**src/logic/soc_pnp_pkg.sv**
```systemverilog
package soc_pnp_pkg;

    // soc identity and capability
    localparam logic [31:0] HW_ID        = 32'h20240611;
    localparam int          CPU_MAX      = 1;
    localparam int          L2CACHE_ENA  = 1;
    localparam int          PLIC_IRQ_MAX = 127;

    localparam logic [15:0] VENDOR_ID        = 16'h00f1;
    localparam logic [15:0] PNP_DEVICE_ID    = 16'h0071;
    localparam logic [1:0]  DESCR_TYPE_SLAVE = 2'd2;
    localparam logic [7:0]  DESCR_SIZE       = 8'd32;   // bytes per descriptor

    // register map, in 32-bit word indices
    localparam int WORD_IDX_W         = 10;             // paddr[11:2]
    localparam int HWID_WORD          = 0;              // also the doorbell
    localparam int FWID_WORD          = 1;
    localparam int CAP_WORD           = 2;
    localparam int SCRATCH_BASE_WORD  = 4;
    localparam int SCRATCH_WORDS      = 12;
    localparam int CFG_BASE_WORD      = 16;
    localparam int CFG_SLOTS          = 3;
    localparam int CFG_WORDS_PER_SLOT = 8;
    localparam int CFG_WORD_BITS      = $clog2(CFG_WORDS_PER_SLOT);
    localparam int CFG_IDX_W          = 5;              // table word index width
    localparam int LAST_WORD          = CFG_BASE_WORD + CFG_WORDS_PER_SLOT * CFG_SLOTS - 1;

    typedef struct packed {
        logic [31:0] paddr;
        logic        psel;
        logic        penable;
        logic        pwrite;
        logic [31:0] pwdata;
    } apb_in_t;

    typedef struct packed {
        logic [31:0] prdata;
        logic        pready;
        logic        pslverr;
    } apb_out_t;

    typedef struct packed {
        logic [63:0] slot_base;                         // from interconnect
        logic [63:0] slot_end;
    } map_info_t;

    typedef struct packed {
        logic [1:0]  descr_type;
        logic [7:0]  descr_size;
        logic [15:0] vid;
        logic [15:0] did;
        logic [63:0] addr_start;
        logic [63:0] addr_end;
    } pnp_descr_t;

    // own descriptor of this block, same layout as a table entry
    typedef struct packed {
        logic [1:0]  descr_type;
        logic [7:0]  descr_size;
        logic [15:0] vid;
        logic [15:0] did;
        logic [63:0] addr_start;
        logic [63:0] addr_end;
    } dev_config_t;

    typedef struct packed {
        logic                  valid;                   // one-cycle strobe
        logic [WORD_IDX_W-1:0] idx;
        logic                  write;
        logic [31:0]           wdata;
    } pnp_req_t;

    typedef struct packed {
        logic        valid;
        logic [31:0] rdata;
        logic        err;
    } pnp_resp_t;

    typedef pnp_descr_t [CFG_SLOTS-1:0] pnp_descr_vec_t;

endpackage

```
**src/logic/apb_slave_ctrl.sv**
```systemverilog
module apb_slave_ctrl (
    input  logic                     i_clk,
    input  logic                     i_nrst,
    input  soc_pnp_pkg::apb_in_t     i_apbi,
    input  soc_pnp_pkg::map_info_t   i_mapinfo,
    input  soc_pnp_pkg::pnp_resp_t   i_resp,
    output soc_pnp_pkg::apb_out_t    o_apbo,
    output soc_pnp_pkg::pnp_req_t    o_req,
    output soc_pnp_pkg::dev_config_t o_cfg
);

    typedef enum logic [1:0] {
        ST_IDLE,                                        // waiting for setup phase
        ST_WAIT,                                        // request strobe out
        ST_DONE                                         // response back, pready
    } state_t;

    state_t                                state;
    state_t                                state_nxt;
    logic                                  setup;
    logic                                  ready;
    logic [soc_pnp_pkg::WORD_IDX_W-1:0]    req_idx;
    logic                                  req_write;
    logic [31:0]                           req_wdata;

    // setup phase seen only from idle, so one transfer in flight at a time
    assign setup = (state == ST_IDLE) && i_apbi.psel && !i_apbi.penable;
    assign ready = (state == ST_DONE) && i_resp.valid;

    always_comb begin
        state_nxt = state;
        case (state)
            ST_IDLE: begin
                if (setup) begin
                    state_nxt = ST_WAIT;
                end
            end
            ST_WAIT: begin
                state_nxt = ST_DONE;                    // regs answer next edge
            end
            ST_DONE: begin
                if (i_resp.valid) begin
                    state_nxt = ST_IDLE;
                end
            end
            default: begin
                state_nxt = ST_IDLE;
            end
        endcase
    end

    always_ff @(posedge i_clk or negedge i_nrst) begin
        if (!i_nrst) begin
            state <= ST_IDLE;
        end else begin
            state <= state_nxt;
        end
    end

    // request payload captured in the setup cycle
    always_ff @(posedge i_clk) begin
        if (setup) begin
            req_idx   <= i_apbi.paddr[11:2];            // word index in 4 KB window
            req_write <= i_apbi.pwrite;
            req_wdata <= i_apbi.pwdata;
        end
    end

    always_comb begin
        o_req.valid = (state == ST_WAIT);               // first access cycle only
        o_req.idx   = req_idx;
        o_req.write = req_write;
        o_req.wdata = req_wdata;
    end

    always_comb begin
        o_apbo.prdata  = i_resp.rdata;
        o_apbo.pready  = ready;
        o_apbo.pslverr = ready && i_resp.err;
    end

    // own descriptor for the interconnect
    always_comb begin
        o_cfg.descr_type = soc_pnp_pkg::DESCR_TYPE_SLAVE;
        o_cfg.descr_size = soc_pnp_pkg::DESCR_SIZE;
        o_cfg.vid        = soc_pnp_pkg::VENDOR_ID;
        o_cfg.did        = soc_pnp_pkg::PNP_DEVICE_ID;
        o_cfg.addr_start = i_mapinfo.slot_base;
        o_cfg.addr_end   = i_mapinfo.slot_end;
    end

endmodule

```
**src/logic/pnp_regs.sv**
```systemverilog
module pnp_regs (
    input  logic                               i_clk,
    input  logic                               i_nrst,
    input  soc_pnp_pkg::pnp_req_t              i_req,
    input  logic [31:0]                        i_cfg_word,
    output logic [soc_pnp_pkg::CFG_IDX_W-1:0]  o_cfg_idx,
    output soc_pnp_pkg::pnp_resp_t             o_resp,
    output logic                               o_irq
);

    int                                 widx;
    logic [soc_pnp_pkg::WORD_IDX_W-1:0] cfg_off;
    logic [3:0]                         scr_sel;
    logic                               is_scratch;
    logic                               wr_en;
    logic [31:0]                        cap_word;
    logic [31:0]                        rd_word;
    logic                               rd_err;

    logic [31:0]                        fw_id;
    logic [31:0]                        scratch [soc_pnp_pkg::SCRATCH_WORDS];
    logic                               irq;
    logic                               resp_valid;
    logic [31:0]                        resp_rdata;
    logic                               resp_err;

    assign widx       = int'(i_req.idx);
    assign wr_en      = i_req.valid && i_req.write;
    assign is_scratch = (widx >= soc_pnp_pkg::SCRATCH_BASE_WORD) &&
                        (widx <  soc_pnp_pkg::SCRATCH_BASE_WORD + soc_pnp_pkg::SCRATCH_WORDS);
    assign scr_sel    = 4'(widx - soc_pnp_pkg::SCRATCH_BASE_WORD);

    // table offset, only meaningful inside the descriptor range
    assign cfg_off   = i_req.idx - soc_pnp_pkg::WORD_IDX_W'(soc_pnp_pkg::CFG_BASE_WORD);
    assign o_cfg_idx = cfg_off[soc_pnp_pkg::CFG_IDX_W-1:0];

    assign cap_word = {
        4'(soc_pnp_pkg::CPU_MAX),                       // [31:28]
        3'd0,
        1'(soc_pnp_pkg::L2CACHE_ENA),                   // [24]
        8'd0,
        8'(soc_pnp_pkg::CFG_SLOTS),                     // [15:8]
        8'(soc_pnp_pkg::PLIC_IRQ_MAX)                   // [7:0]
    };

    // read data and error select
    always_comb begin
        rd_word = '0;
        rd_err  = 1'b0;
        if (widx == soc_pnp_pkg::HWID_WORD) begin
            rd_word = soc_pnp_pkg::HW_ID;
        end else if (widx == soc_pnp_pkg::FWID_WORD) begin
            rd_word = fw_id;
        end else if (widx == soc_pnp_pkg::CAP_WORD) begin
            rd_word = cap_word;
        end else if (is_scratch) begin
            rd_word = scratch[scr_sel];
        end else if (widx >= soc_pnp_pkg::CFG_BASE_WORD &&
                     widx <= soc_pnp_pkg::LAST_WORD) begin
            rd_word = i_cfg_word;
        end else if (widx > soc_pnp_pkg::LAST_WORD) begin
            rd_err = 1'b1;                              // outside the map
        end
    end

    // writable registers, read-only words ignore writes
    always_ff @(posedge i_clk or negedge i_nrst) begin
        if (!i_nrst) begin
            fw_id <= '0;
            for (int i = 0; i < soc_pnp_pkg::SCRATCH_WORDS; i++) begin
                scratch[i] <= '0;
            end
        end else if (wr_en) begin
            if (widx == soc_pnp_pkg::FWID_WORD) begin
                fw_id <= i_req.wdata;
            end else if (is_scratch) begin
                scratch[scr_sel] <= i_req.wdata;
            end
        end
    end

    // response and doorbell land in the same cycle as pready
    always_ff @(posedge i_clk or negedge i_nrst) begin
        if (!i_nrst) begin
            resp_valid <= 1'b0;
            resp_err   <= 1'b0;
            irq        <= 1'b0;
        end else begin
            resp_valid <= i_req.valid;
            irq        <= wr_en && (widx == soc_pnp_pkg::HWID_WORD);
            if (i_req.valid) begin
                resp_err <= rd_err;
            end
        end
    end

    always_ff @(posedge i_clk) begin
        if (i_req.valid) begin
            resp_rdata <= rd_word;
        end
    end

    always_comb begin
        o_resp.valid = resp_valid;
        o_resp.rdata = resp_rdata;
        o_resp.err   = resp_err;
    end

    assign o_irq = irq;

endmodule

```
**src/logic/pnp_cfg_table.sv**
```systemverilog
module pnp_cfg_table (
    input  soc_pnp_pkg::pnp_descr_vec_t        i_cfg,
    input  logic [soc_pnp_pkg::CFG_IDX_W-1:0]  i_idx,
    output logic [31:0]                        o_word
);

    logic [soc_pnp_pkg::CFG_IDX_W-soc_pnp_pkg::CFG_WORD_BITS-1:0] slot;
    logic [soc_pnp_pkg::CFG_WORD_BITS-1:0]                        word_sel;
    logic                                                         slot_ok;

    assign slot     = i_idx[soc_pnp_pkg::CFG_IDX_W-1:soc_pnp_pkg::CFG_WORD_BITS];
    assign word_sel = i_idx[soc_pnp_pkg::CFG_WORD_BITS-1:0];
    assign slot_ok  = int'(slot) < soc_pnp_pkg::CFG_SLOTS;

    always_comb begin
        soc_pnp_pkg::pnp_descr_t d;

        d = '0;
        if (slot_ok) begin
            d = i_cfg[slot];
        end

        case (word_sel)
            3'd0: begin
                o_word = {22'd0, d.descr_type, d.descr_size};
            end
            3'd1: begin
                o_word = {d.vid, d.did};                // vendor in upper half
            end
            3'd4: begin
                o_word = d.addr_start[31:0];
            end
            3'd5: begin
                o_word = d.addr_start[63:32];
            end
            3'd6: begin
                o_word = d.addr_end[31:0];
            end
            3'd7: begin
                o_word = d.addr_end[63:32];
            end
            default: begin
                o_word = '0;                            // words 2 and 3 reserved
            end
        endcase
    end

endmodule

```
**src/logic/pnp_subsys_top.sv**
```systemverilog
module pnp_subsys_top (
    input  logic                        i_clk,
    input  logic                        i_nrst,
    input  soc_pnp_pkg::apb_in_t        i_apbi,
    input  soc_pnp_pkg::map_info_t      i_mapinfo,
    input  soc_pnp_pkg::pnp_descr_vec_t i_cfg,
    output soc_pnp_pkg::apb_out_t       o_apbo,
    output soc_pnp_pkg::dev_config_t    o_cfg,
    output logic                        o_irq
);

    soc_pnp_pkg::pnp_req_t                req;
    soc_pnp_pkg::pnp_resp_t               resp;
    logic [soc_pnp_pkg::CFG_IDX_W-1:0]    cfg_idx;
    logic [31:0]                          cfg_word;

    apb_slave_ctrl u_ctrl (
        .i_clk     (i_clk),
        .i_nrst    (i_nrst),
        .i_apbi    (i_apbi),
        .i_mapinfo (i_mapinfo),
        .i_resp    (resp),
        .o_apbo    (o_apbo),
        .o_req     (req),
        .o_cfg     (o_cfg)
    );

    pnp_regs u_regs (
        .i_clk      (i_clk),
        .i_nrst     (i_nrst),
        .i_req      (req),
        .i_cfg_word (cfg_word),
        .o_cfg_idx  (cfg_idx),
        .o_resp     (resp),
        .o_irq      (o_irq)
    );

    pnp_cfg_table u_table (
        .i_cfg  (i_cfg),
        .i_idx  (cfg_idx),
        .o_word (cfg_word)
    );

endmodule

```
**config.mk**
```make
export PLATFORM = sky130hd
export DESIGN_NAME = pnp_subsys_top
export DESIGN_NICKNAME = d
export VERILOG_FILES = /design/src/logic/soc_pnp_pkg.sv /design/src/logic/apb_slave_ctrl.sv /design/src/logic/pnp_regs.sv /design/src/logic/pnp_cfg_table.sv /design/src/logic/pnp_subsys_top.sv
export SDC_FILE = /design/constraint.sdc
export NUM_CORES = 1
export LEC_CHECK = 0
export ABC_AREA = 1
export BUFFER_PORTS_ARGS = -buffer_cell sky130_fd_sc_hd__buf_2
export CAP_MARGIN = 20
export CORE_AREA = 8 8 347 349
export DETAILED_ROUTE_END_ITERATION = 16
export DIE_AREA = 0 0 355 357
export SYNTH_ARGS = -nofsm -noshare
export SYNTH_HDL_FRONTEND = slang
export SYNTH_SLANG_ARGS = --single-unit
```
**constraint.sdc**
```tcl
create_clock -name i_clk -period 4.3 [get_ports i_clk]
set_input_delay 0.215 -clock i_clk [delete_from_list [all_inputs] [get_ports i_clk]]
set_output_delay 0.215 -clock i_clk [all_outputs]
set_load 0.01 [all_outputs]
```
* After elaboration in Yosys (flattened, before gate mapping)
Index checks and enable logic that the tools add are counted.
Operators by class: bitwise operators 2, equality and inequality tests 11, muxes and demuxes 23, reductions and logical operators 16, $lt $le $gt $ge 9, add/sub/neg operators 2
Operator list (count):
- 384-bit bitwise mux | 1
- 170-bit binary-select mux with 2-bit select | 1
- 170-bit 2-to-1 mux | 2
- 32-bit 2-to-1 mux | 7
- 32-bit one-hot mux with 6 select lines | 1
- 32-bit binary-select mux with 4-bit select | 1
- 32-bit demux with 4-bit select | 1
- 32-bit zero test | 1
- 3-bit == test, second input constant | 4
- 10-bit by 2-bit == test with 1-bit output, second input constant | 1
- 10-bit by 3-bit == test with 1-bit output, second input constant | 1
- 10-bit by 3-bit greater-or-equal comparator with 1-bit output, second input constant | 1
- 10-bit by 5-bit greater-or-equal comparator with 1-bit output, second input constant | 1
- 10-bit by 6-bit greater-than comparator with 1-bit output, second input constant | 1
- 10-bit by 6-bit <= comparator with 1-bit output, second input constant | 1
- 10-bit by 5-bit less-than comparator with 1-bit output, second input constant | 1
- 1-bit logical AND | 9
- 1-bit 2-to-1 mux | 6
- 2-bit one-hot mux with 3 select lines | 1
- 5-bit greater-or-equal comparator, second input constant | 1
- 5-bit by 1-bit less-than comparator with 1-bit output, second input constant | 1
- 4-bit NOT with 5-bit output | 1
- 5-bit subtractor, second input constant | 1
- 2-bit 2-to-1 mux | 2
- other kinds (13) | 15
Word-level totals: bits in registers 496, logic and storage cells 84

* Logic depth before layout (Yosys ltp)
Gate-level depths: netlist of run 1.
depth in word-level cells 9, mapped depth 15, depth with buffers taken out 13

* Modules after synthesis
A second synthesis of run 1 with hierarchy kept.
Second synthesis, totals: cells, all modules 4051, area, all modules 29050.4 µm²
Modules (own cells, without submodules):
- pnp_regs | area an instance 20438.4 µm², times used 1, cells each 2447
- pnp_cfg_table | area an instance 5661.7 µm², times used 1, cells each 1336
- apb_slave_ctrl | area an instance 2950.3 µm², times used 1, cells each 268

* Worst setup path after synthesis of run 1
No wires, ideal clock.
kind register -> register, start reg u_ctrl.state[0], end reg u_ctrl.req_idx[0] in the netlist's numbering, enable pin, arrival time 3.437 ns, cell stages (with the launch flop) 4, clock period less this slack 3.934 ns, slack 0.366 ns, path through dfrtp_1 > inv_1 > nand2_1 > nor3_1
On the way: longest elaborated chain between the ends 3
RTL lines:
- from (decl) | line apb_slave_ctrl.sv:18 | state_t state;
- from (signal assigned) | line apb_slave_ctrl.sv:56 | state <= state_nxt;
- 2-bit zero test | line apb_slave_ctrl.sv:27 | assign setup = (state == ST_IDLE) && i_apbi.psel && !i_apbi.penable;
- 1-bit logical AND (2 in series) | line apb_slave_ctrl.sv:27
- named net u_ctrl.setup | line apb_slave_ctrl.sv:20 | logic setup;
- to (signal assigned) | line apb_slave_ctrl.sv:63 | req_idx <= i_apbi.paddr[11:2];
- to (decl) | line apb_slave_ctrl.sv:22 | logic [soc_pnp_pkg::WORD_IDX_W-1:0] req_idx;
The timed path passes the listed nets, and every way through them passes these cells. A chain may end at the register's enable or synchronous reset.

* Final worst setup path of run 1
start reg u_ctrl.req_idx[3] in the netlist's numbering, end reg u_regs.scratch[292] in the netlist's numbering
On the way: longest elaborated chain between the ends 7, elaborated cells on any way between the ends 14, classes of those cells add/sub (1); order compare (4); eq/ne (1); mux (3); bitwise (2); reduce/logical (3)
RTL lines:
- 4-bit by 3-bit subtractor with 4-bit output | line pnp_regs.sv:31 | assign scr_sel = 4'(widx - soc_pnp_pkg::SCRATCH_BASE_WORD);
- 4-bit NOT with 5-bit output (not written as such) | line pnp_regs.sv:77 | scratch[scr_sel] <= i_req.wdata;
- 5-bit greater-or-equal comparator (not written as such) or 5-bit by 1-bit less-than comparator with 1-bit output (tied branches) | line pnp_regs.sv:77
- 1-bit logical AND (not written as such) | line pnp_regs.sv:77
- 32-bit 2-to-1 mux (not written as such) | line pnp_regs.sv:77
- 32-bit demux with 4-bit select | line pnp_regs.sv:77
- 384-bit bitwise mux | line pnp_regs.sv:77
- to (signal, indexed assignment) | line pnp_regs.sv:77
- to (decl) | line pnp_regs.sv:21 | logic [31:0] scratch [soc_pnp_pkg::SCRATCH_WORDS];
Several ways; a longest one is shown, not always the timed one.

==> results of run 1 <==
[power by group]
part / switching (mW) / internal [mW]
clock network: 1.98 / 2.75
logic: 1.45 / 0.595
registers: 0.0767 / 4.88
total: 3.51 / 8.23
[through the flow]
step / power, mW / worst slack [ns]
floorplan: 6.13 / 0.366
global placement: 7.05 / 0.902
detailed placement: 7.06 / 0.882
CTS: 11.8 / 0.862
global route: 12.2 / 0.705
finish: 11.7 / 0.957
[cell type report]
type                    instances  area share
multi-input cells            2751       0.361
clock inverters                22     0.00793
well taps                    1524      0.0567
repair buffers                705       0.121
flip-flops and latches        496       0.380
clock buffers                  74      0.0448
diodes                         10    0.000744
inverters                     247      0.0277
[flip-flops by register name, indices dropped and copies added, names as in the netlist]
register / flops
u_regs.fw_id: 32
u_regs.o_irq: 1
u_ctrl.req_idx: 10
u_regs.resp_rdata: 32
u_ctrl.req_write: 1
u_ctrl.req_wdata: 32
u_regs.resp_err: 1
u_ctrl.state: 2
u_regs.scratch: 384
u_regs.resp_valid: 1
[layout by cell type, fill, tap and decap left out, types with 42 or more instances in the layout]
cell type and instances:
nand3_1 140, edfxtp_1 75, dfrtp_1 421, clkbuf_16 54, inv_1 238, o21ai_0 501
buf_4 58, nand4_1 43, buf_2 590, nor2_1 301, o21ai_1 74, a21oi_1 90
a22oi_1 43, dlygate4sd3_1 46, nand2_1 1421, conb_1 42
[worst min-delay path, delay by kind of cell]
family	cells	cell delay [ns]
and+or+nand+nor	5	0.35
buffers and inverters	1	0.08
AOI/OAI and AO/OA	1	0.08
[logic make-up after synthesis]
| family | share of synthesized area |
|---|---|
| multiplexers | 0.00713 |
| buffers and inverters | 0.120 |
| AND/OR/NAND/NOR | 0.278 |
| other | 0.000267 |
| flip-flops | 0.455 |
| AO/OA/AOI/OAI | 0.137 |
| adder cells (fa/ha/maj) | 0.00178 |
[final timing paths]
kind                                         from                    to  cells past startpoint
worst min-delay path                   i_cfg[440]  u_regs.resp_rdata[4]                      7
worst max register to register  u_ctrl.req_idx[3]   u_regs.scratch[292]                     12
worst max-delay path            u_ctrl.req_idx[3]   u_regs.scratch[292]                     12
min in group asynchronous                  i_nrst   u_regs.scratch[148]                      2
max in group asynchronous                  i_nrst   u_regs.scratch[335]                      3
worst min register to register  u_regs.resp_valid       u_ctrl.state[1]                      1
[what timing repair did]
action,4_1_cts,5_1_grt
endpoints found under the hold margin,153,0
hold buffers,46,0
setup buffers,0,0
[per-layer routing]
layer  GRT usage  vias up  wire, um
met3       0.183      233     29700
met5      0.0334        -       473
met1       0.274    13323     59600
met4      0.0877       18      6850
met2       0.348     1536     66500
li1            -    12901         -
==> summary.md, run 1 <==
| Metric | Value |
|---|---|
| Peak Freq | 299 MHz |
| Worst Path Required | 4.75 ns |
| DP Cell Count | 5677 |
| CTS tree | done |
| Post-synth top cells | nand2_1 (1421), o21ai_0 (501), dfrtp_1 (421) |
| Number of DRC markers in iteration 0 | 3167 |
| Layout fillers | 12762 |
| Gp weighted congestion | 0.957 |
| Post-DP HPWL | 125000 um |
| RSZ-0062 raised after global routing | no |
| Critical Setup Path Class | reg -> reg |
| Final hold slack | 0.217 ns |
| CTS resizes | 0 |
| Max Root-Sink Buffers | 3 |
| Sum Neg Setup Slack | 0 ns |
| IO Port Bufs | 591 |
| Prevailing post-synth register cell | dfrtp_1 |
| HP Class | in -> reg |
| Skew final | 0.0360 ns |
| Largest cells by area after synthesis | dfrtp_1 (37%), nand2_1 (19%), o21ai_0 (8.9%), edfxtp_1 (8.0%), buf_4 (4.8%) |
| Vias in the first global route | 26532 |
| Slew @ Worst Pin | 1.26 ns |
| DRC errors left | 0 |
| GRT overflow | 0 |
| Core area | 115000 sq um |
| Syn Std Cell Area | 28100 sq um |
| Root buffer cell | clkbuf_16 |
| Largest net degree at the start of global routing | 174 |
| Final Max Tran Viols | 0 |
| DP Area | 31400 sq um |
| Avg Cell Area, Syn | 7.22 sq um |
| Initial core utilization | 0.244 |
| Area growth from synthesis to layout | 19.7% |
| Die Y-Extent | 357 um |
| Global-route wire length before repair | 219000 um |
| # nets final | 4964 |
| DRT Pass-1 Iters | 6 |
| Pwr per Cell Area | 349 nW/um^2 |
| Clock Pin Slew Worst Setup and Hold Paths | 0.06 ns |
| Clock latency on the worst-skew pair | 0.62 ns |
| Post-route minimum period | 3.34 ns |
| Register area | 12800 sq um |
| Outcome | completed |
| Synth async-reset ratio | 0.849 |
| Crit share post-route | 0.777 |
| Max-slew headroom | 0.157 |
| Critical Path End Type | flop |
| Initial antenna violation count | 26 |
| Final Non-Filler Cells | 5829 |
| Maxcap violations | 0 |
| Post-synthesis sequential area ratio | 0.455 |
| Layout cells sized above 1 | 0.183 |
| WL/cell | 28.0 um |
| Fin area | 33600 sq um |
| Post-Route Utilization | 0.292 |
| Syn. warnings | 0 |
| Unique cell type count in the Yosys netlist | 36 |
| CP Launch Type | flop |
| Leakage power | 16.9 nW |
| H-tree levels | 2 |
| CP max FO | 61 |
| Cell family with most CP delay | buffers and inverters |
| Crit path largest cell delay | 0.57 ns |
| Largest area contributor in the netlist | dfrtp_1 |
| Routed Antenna Nets | 0 |
| Multi-input gate area | 12100 sq um |
| Final WL | 163000 um |
| Die area | 127000 sq um |
| Rows | 125 |
| R2r setup slk | 0.96 ns |
| Clock sink count | 496 |
| Crit-path cells | inv_6 > ha_1 > nand2_1 > nand2_1 > nand2_2 > inv_2 > nand3_2 > inv_2 > nand2_2 > buf_4 > nand2_1 > o21ai_0 |
| Die X | 355 um |
| Tot GR Track Use | 0.244 |
| Most common cell in the netlist | nand2_1 |
| Post-Synthesis Cells | 3892 |
| Final hold vios | 0 |
| Via Count | 28011 |
| Post-synth EDFFs | 75 |
| Worst path slowest cell | edfxtp_1 |
| Post-synth top area share | 0.375 |
| Cell mode on critical path | nand2_1 |
| VDD IR max | 0.220 mV |
| CTS Buf Count | 52 |
| FF+latch count, synth | 496 |
| Buffers and inverters on the worst path | 4 |
| Critical path data arrival time | 3.79 ns |
| DR vias/cell | 4.81 |
| Final setup viols | 0 |
| I/O pins | 912 |
Note: power is estimated with default switching activity, not from simulation.
==> run 2, diff against run 1 <==
CORE_AREA = 8 8 348 350   (was 8 8 347 349)
DIE_AREA = 0 0 356 358   (was 0 0 355 357)
clock period = 2.83 ns   (was 4.3 ns; I/O delays follow)
==> summary.md, run 2 (synthesis results as in run 1) <==
| Metric | Value |
|---|---|
| # nets final | 5047 |
| Grt met2 use | 0.351 |
| Clock Pin Slew Worst Setup and Hold Paths | 0.07 ns |
| Flop pwr share | 0.403 |
| Area growth from synthesis to layout | 24.1% |
| Slew @ Worst Pin | 0.709 ns |
| Largest reg by FF count | u_regs.scratch |
| Crit-path cells | clkinv_4 > buf_12 > buf_16 > nand2_1 > nand3_1 > nand2_1 > nand2_1 > nand2_1 > nor2_2 > nand2_1 > nand2_1 > nand2_1 > nand2_1 > a21oi_1 |
| HP Class | in -> reg |
| Max-slew headroom | 0.522 |
| Critical path data arrival time | 3.06 ns |
| Clock latency on the worst-skew pair | 0.62 ns |
| Largest net degree at the start of global routing | 84 |
| DRT Pass-1 Iters | 6 |
| Post-Route Utilization | 0.302 |
| Layout cells sized above 1 | 0.202 |
| Most frequent cells in the layout | nand2_1 (1421), buf_2 (590), o21ai_0 (501) |
| Met3 usage | 0.185 |
| Peak Freq | 368 MHz |
| Critical Path End Type | flop |
| Die area | 127000 sq um |
| Root buffer cell | clkbuf_16 |
| Net Switching | 5.65 mW |
| Die Y-Extent | 358 um |
| CTS tree | done |
| GRT busiest layer | met2 |
| Most common cell after layout, fill and taps aside | nand2_1 |
| Cell mode on critical path | nand2_1 |
| Critical Setup Path Class | reg -> reg |
| Multi-input gate area | 12100 sq um |
| Post-route minimum period | 2.72 ns |
| Max FFs per register | 384 |
| Die X | 356 um |
| Register area | 12800 sq um |
| Net Sw Frac | 0.300 |
| DP Cell Count | 5749 |
| Initial antenna violation count | 25 |
| Layout fillers | 12643 |
| Final hold vios | 0 |
| VDD IR max | 0.433 mV |
| Final Max Tran Viols | 0 |
| DRC errors left | 0 |
| Outcome | completed |
| Leakage power | 17.5 nW |
| Rows | 125 |
| RSZ-0062 raised after global routing | no |
| DR vias/cell | 4.81 |
| Clock sink count | 496 |
| Routed Antenna Nets | 0 |
| Via Count | 28467 |
| Tot GR Track Use | 0.245 |
| Clock power frac | 0.422 |
| I/O pins | 912 |
| Pwr per Cell Area | 539 nW/um^2 |
| IO Port Bufs | 591 |
| Worst Path Required | 3.17 ns |
| Maxcap violations | 0 |
| Final Non-Filler Cells | 5919 |
| Fin area | 34900 sq um |
| WL/cell | 27.9 um |
| Final WL | 165000 um |
| Vias in the first global route | 26519 |
| CP max FO | 46 |
| H-tree levels | 2 |
| Post-DP HPWL | 128000 um |
| CTS Buf Count | 57 |
| Comb pwr share | 0.175 |
| DP Area | 32300 sq um |
| Final setup viols | 0 |
| Crit share post-route | 0.961 |
| Internal | 13.2 mW |
| Gp weighted congestion | 0.970 |
| Number of DRC markers in iteration 0 | 3223 |
| Grt met1 use | 0.272 |
| Worst path slowest cell | edfxtp_1 |
| Core area | 115000 sq um |
| Max Root-Sink Buffers | 3 |
| Crit path largest cell delay | 0.55 ns |
| Skew final | 0.0339 ns |
| GRT overflow | 0 |
| Global-route wire length before repair | 220000 um |
| CP Launch Type | flop |
| Initial core utilization | 0.243 |
## run 2: power groups by stage
stage / registers (mW) / logic, mW / clock network [mW]
2_1_floorplan: 7.62 / 1.69 / 0
3_3_place_gp: 7.71 / 3.22 / 0
3_5_place_dp: 7.71 / 3.22 / 0
4_1_cts: 7.58 / 3.28 / 8.11
5_1_grt: 7.59 / 3.56 / 8.34
6_report: 7.58 / 3.30 / 7.93
## run 2: path summary, 6_finish.rpt
| kind | startpoint | end | slack [ns] | cells after the start |
|---|---|---|---|---|
| min in group asynchronous | i_nrst | u_regs.scratch[244] | 0.17 | 2 |
| hold / removal | i_cfg[504] | u_regs.resp_rdata[4] | 0.14 | 7 |
| setup / recovery | u_ctrl.req_idx[3] | u_regs.resp_rdata[26] | 0.11 | 14 |
| hold reg to reg | u_regs.resp_valid | u_ctrl.state[1] | 0.45 | 1 |
| max in group asynchronous | i_nrst | u_regs.scratch[353] | 1.62 | 4 |
| setup reg to reg | u_ctrl.req_idx[3] | u_regs.resp_rdata[26] | 0.11 | 14 |
## run 2: through the flow
stage / power, mW / TNS, ns / hold WS [ns] / worst slack [ns]
2_1_floorplan: 9.31 / 0 / -0.154 / 0.217
3_3_place_gp: 10.9 / 0 / 0.164 / 0.0422
3_5_place_dp: 10.9 / -0.00108 / 0.158 / -0.00108
4_1_cts: 19.0 / 0 / 0.0939 / 0.0766
5_1_grt: 19.5 / 0 / 0.146 / 0.0238
6_report: 18.8 / 0 / 0.138 / 0.109
## run 2: timing repair
item                                    in CTS  in global routing
pin swaps                                    0                  1
setup buffers                                0                  6
hold endpoints to repair                   266                  0
hold buffers                                46                  0
resized for setup                            1                  2
endpoints found under the setup margin       1                  5
## run 2: worst max-delay path: cells and delay by family (launching register included)
kind                   cells  cell delay, ns
DFF                        1            0.55
buffers and inverters      3            0.59
AOI/OAI and AO/OA          1            0.06
and+or+nand+nor           10            1.14
## run 2: cell type report
class,count,share of cell area
tap,1524,0.0547
clock inverter,34,0.0116
timing repair buffer,783,0.145
antenna,11,0.000789
clock buffer,73,0.0461
multi-input combinational,2751,0.348
sequential,496,0.367
inverter,247,0.0267
## run 2: per-layer routing
metal | routed length [um] | vias up
met5 | 703 | -
met4 | 7510 | 20
met3 | 30600 | 253
met2 | 67100 | 1607
met1 | 59500 | 13481
li1 | - | 13106
==> run 3, diff against run 2 <==
clock period = 2.2 ns   (was 2.83 ns; I/O delays follow)
==> summary.md, run 3 (synthesis results as in run 1) <==
| Metric | Value |
|---|---|
| R2R Path Start | u_ctrl.req_idx[3] |
| Final hold slack | 0.0862 ns |
| Post-Route Utilization | 0.337 |
| Via Count | 30057 |
| Final hold vios | 0 |
| Area growth from synthesis to layout | 38.3% |
| Die Y-Extent | 358 um |
| VDD IR max | 0.545 mV |
| Post-route minimum period | 2.30 ns |
| Number of DRC markers in iteration 0 | 3520 |
| Largest net degree at the start of global routing | 68 |
| Max FFs per register | 384 |
| Core area | 115000 sq um |
| Initial antenna violation count | 38 |
| Violated checks | setup timing |
| GRT overflow | 0 |
| Peak Freq | 436 MHz |
| R2r setup slk | -0.1 ns |
| Pwr per Cell Area | 611 nW/um^2 |
| Critical Setup Path Class | reg -> reg |
| Die X | 356 um |
| Worst Path Required | 2.66 ns |
| Crit share post-route | 1.04 |
| Global-route wire length before repair | 234000 um |
| Outcome | finished with violations |
| Layout cells sized above 1 | 0.289 |
| Root buffer cell | clkbuf_16 |
| Gp weighted congestion | 0.948 |
| Clock Pin Slew Worst Setup and Hold Paths | 0.07 ns |
| CTS Buf Count | 50 |
| Leakage power | 19.3 nW |
| Maxcap violations | 0 |
| RSZ-0062 raised after global routing | yes |
| DR vias/cell | 4.90 |
| Final WL | 179000 um |
| Worst setup margin | -0.0956 ns |
| Routed Antenna Nets | 0 |
| Skew final | 0.0343 ns |
| # nets final | 5257 |
| Initial core utilization | 0.243 |
| DRT Pass-1 Iters | 6 |
| R2R depth | 15 |
| Final setup viols | 114 |
| Critical path data arrival time | 2.75 ns |
| Critical Path End Type | flop |
| H-tree levels | 2 |
| Clock latency on the worst-skew pair | 0.61 ns |
| Rows | 125 |
| Total power | 23.8 mW |
| Most common cell after layout, fill and taps aside | nand2_1 |
| FF-to-FF End | u_regs.scratch[153] |
| Vias in the first global route | 27902 |
| CTS tree | done |
| CP Launch Type | flop |
| DRC errors left | 0 |
| Most frequent cells in the layout | nand2_1 (1279), buf_2 (590), o21ai_0 (442) |
| Layout fillers | 12381 |
| Clock sink count | 496 |
| Max Root-Sink Buffers | 3 |
| Tot GR Track Use | 0.259 |
| Die area | 127000 sq um |
| HP Class | in -> async |
| DP Area | 33700 sq um |
| Post-DP HPWL | 137000 um |
| Largest reg by FF count | u_regs.scratch |
| IO Port Bufs | 591 |
| WL/cell | 29.2 um |
| Fin area | 38800 sq um |
| I/O pins | 912 |
| CP max FO | 8 |
| Final Max Tran Viols | 0 |
run 3: per-stage QoR:
| stage | TNS, ns | setup slack [ns] | cells |
|---|---|---|---|
| after CTS | -4.91 | -0.116 | 6051 |
| after floorplan | -0.283 | -0.0320 | 3932 |
| after global routing | -27.50 | -0.188 | 6127 |
| after global placement | -3.65 | -0.379 | 5862 |
| after detailed placement | -4.13 | -0.374 | 5862 |
| final | -3.88 | -0.0956 | 6133 |
run 3: how the worst max path moves through the flow:
stage                            startpoint  depth (start not counted)  slack (ns)                     to
after detailed placement  u_ctrl.req_idx[4]                         15       -0.37   u_regs.resp_rdata[7]
after CTS                 u_ctrl.req_idx[3]                         14       -0.12  u_regs.resp_rdata[18]
final                     u_ctrl.req_idx[3]                         15        -0.1    u_regs.scratch[153]
after floorplan           u_ctrl.req_idx[3]                         12       -0.03  u_regs.resp_rdata[18]
after global placement    u_ctrl.req_idx[4]                         15       -0.38   u_regs.resp_rdata[7]
after global routing      u_ctrl.req_idx[3]                         15       -0.19    u_regs.scratch[150]
run 3: routing by layer:
layer	routed length, um	up-vias	GRT usage	part of all wire
met1	64500	14506	0.292	0.36
met5	698	-	0.0365	0.0039
met4	8420	28	0.0997	0.047
li1	-	13563	-	-
met2	73600	1648	0.366	0.41
met3	32100	312	0.195	0.18
run 3: final cells by class:
class | count | area (sq um) | area share
multi-input cells | 2753 | 13200 | 0.341
repair buffers | 997 | 8290 | 0.213
diodes | 25 | 62.6 | 0.00161
inverters | 247 | 973 | 0.0251
well taps | 1524 | 1910 | 0.0491
flip-flops and latches | 496 | 12800 | 0.329
clock inverters | 8 | 76.3 | 0.00196
clock buffers | 82 | 1500 | 0.0387
repair inverters | 1 | 11.3 | 0.000290
run 3: where the power goes:
part           internal [mW]  switching, mW
registers               9.54          0.150
clock network           4.77           3.74
logic                   2.12           3.43
total                   16.4           7.32
run 3: repair_timing:
action                     4_1_cts  5_1_grt
hold buffers                    46        0
pin swaps                       44      140
hold endpoints to repair       465        0
cloned                          20       28
setup buffers                   33       30
resized for setup              172      270
setup endpoints to repair      148      386
run 3: worst max-delay path: stages, from the launching register on:
cell and delay, ns:
edfxtp_1 0.44, buf_12 0.19, inv_8 0.09, ha_4 0.14, buf_6 0.11, nand2_2 0.04
nand2_1 0.07, nand2_2 0.08, inv_4 0.09, nand2_4 0.09, nor2_8 0.17, buf_6 0.16
nand2_4 0.12, clkbuf_16 0.21, nand2_1 0.06, o21ai_0 0.07
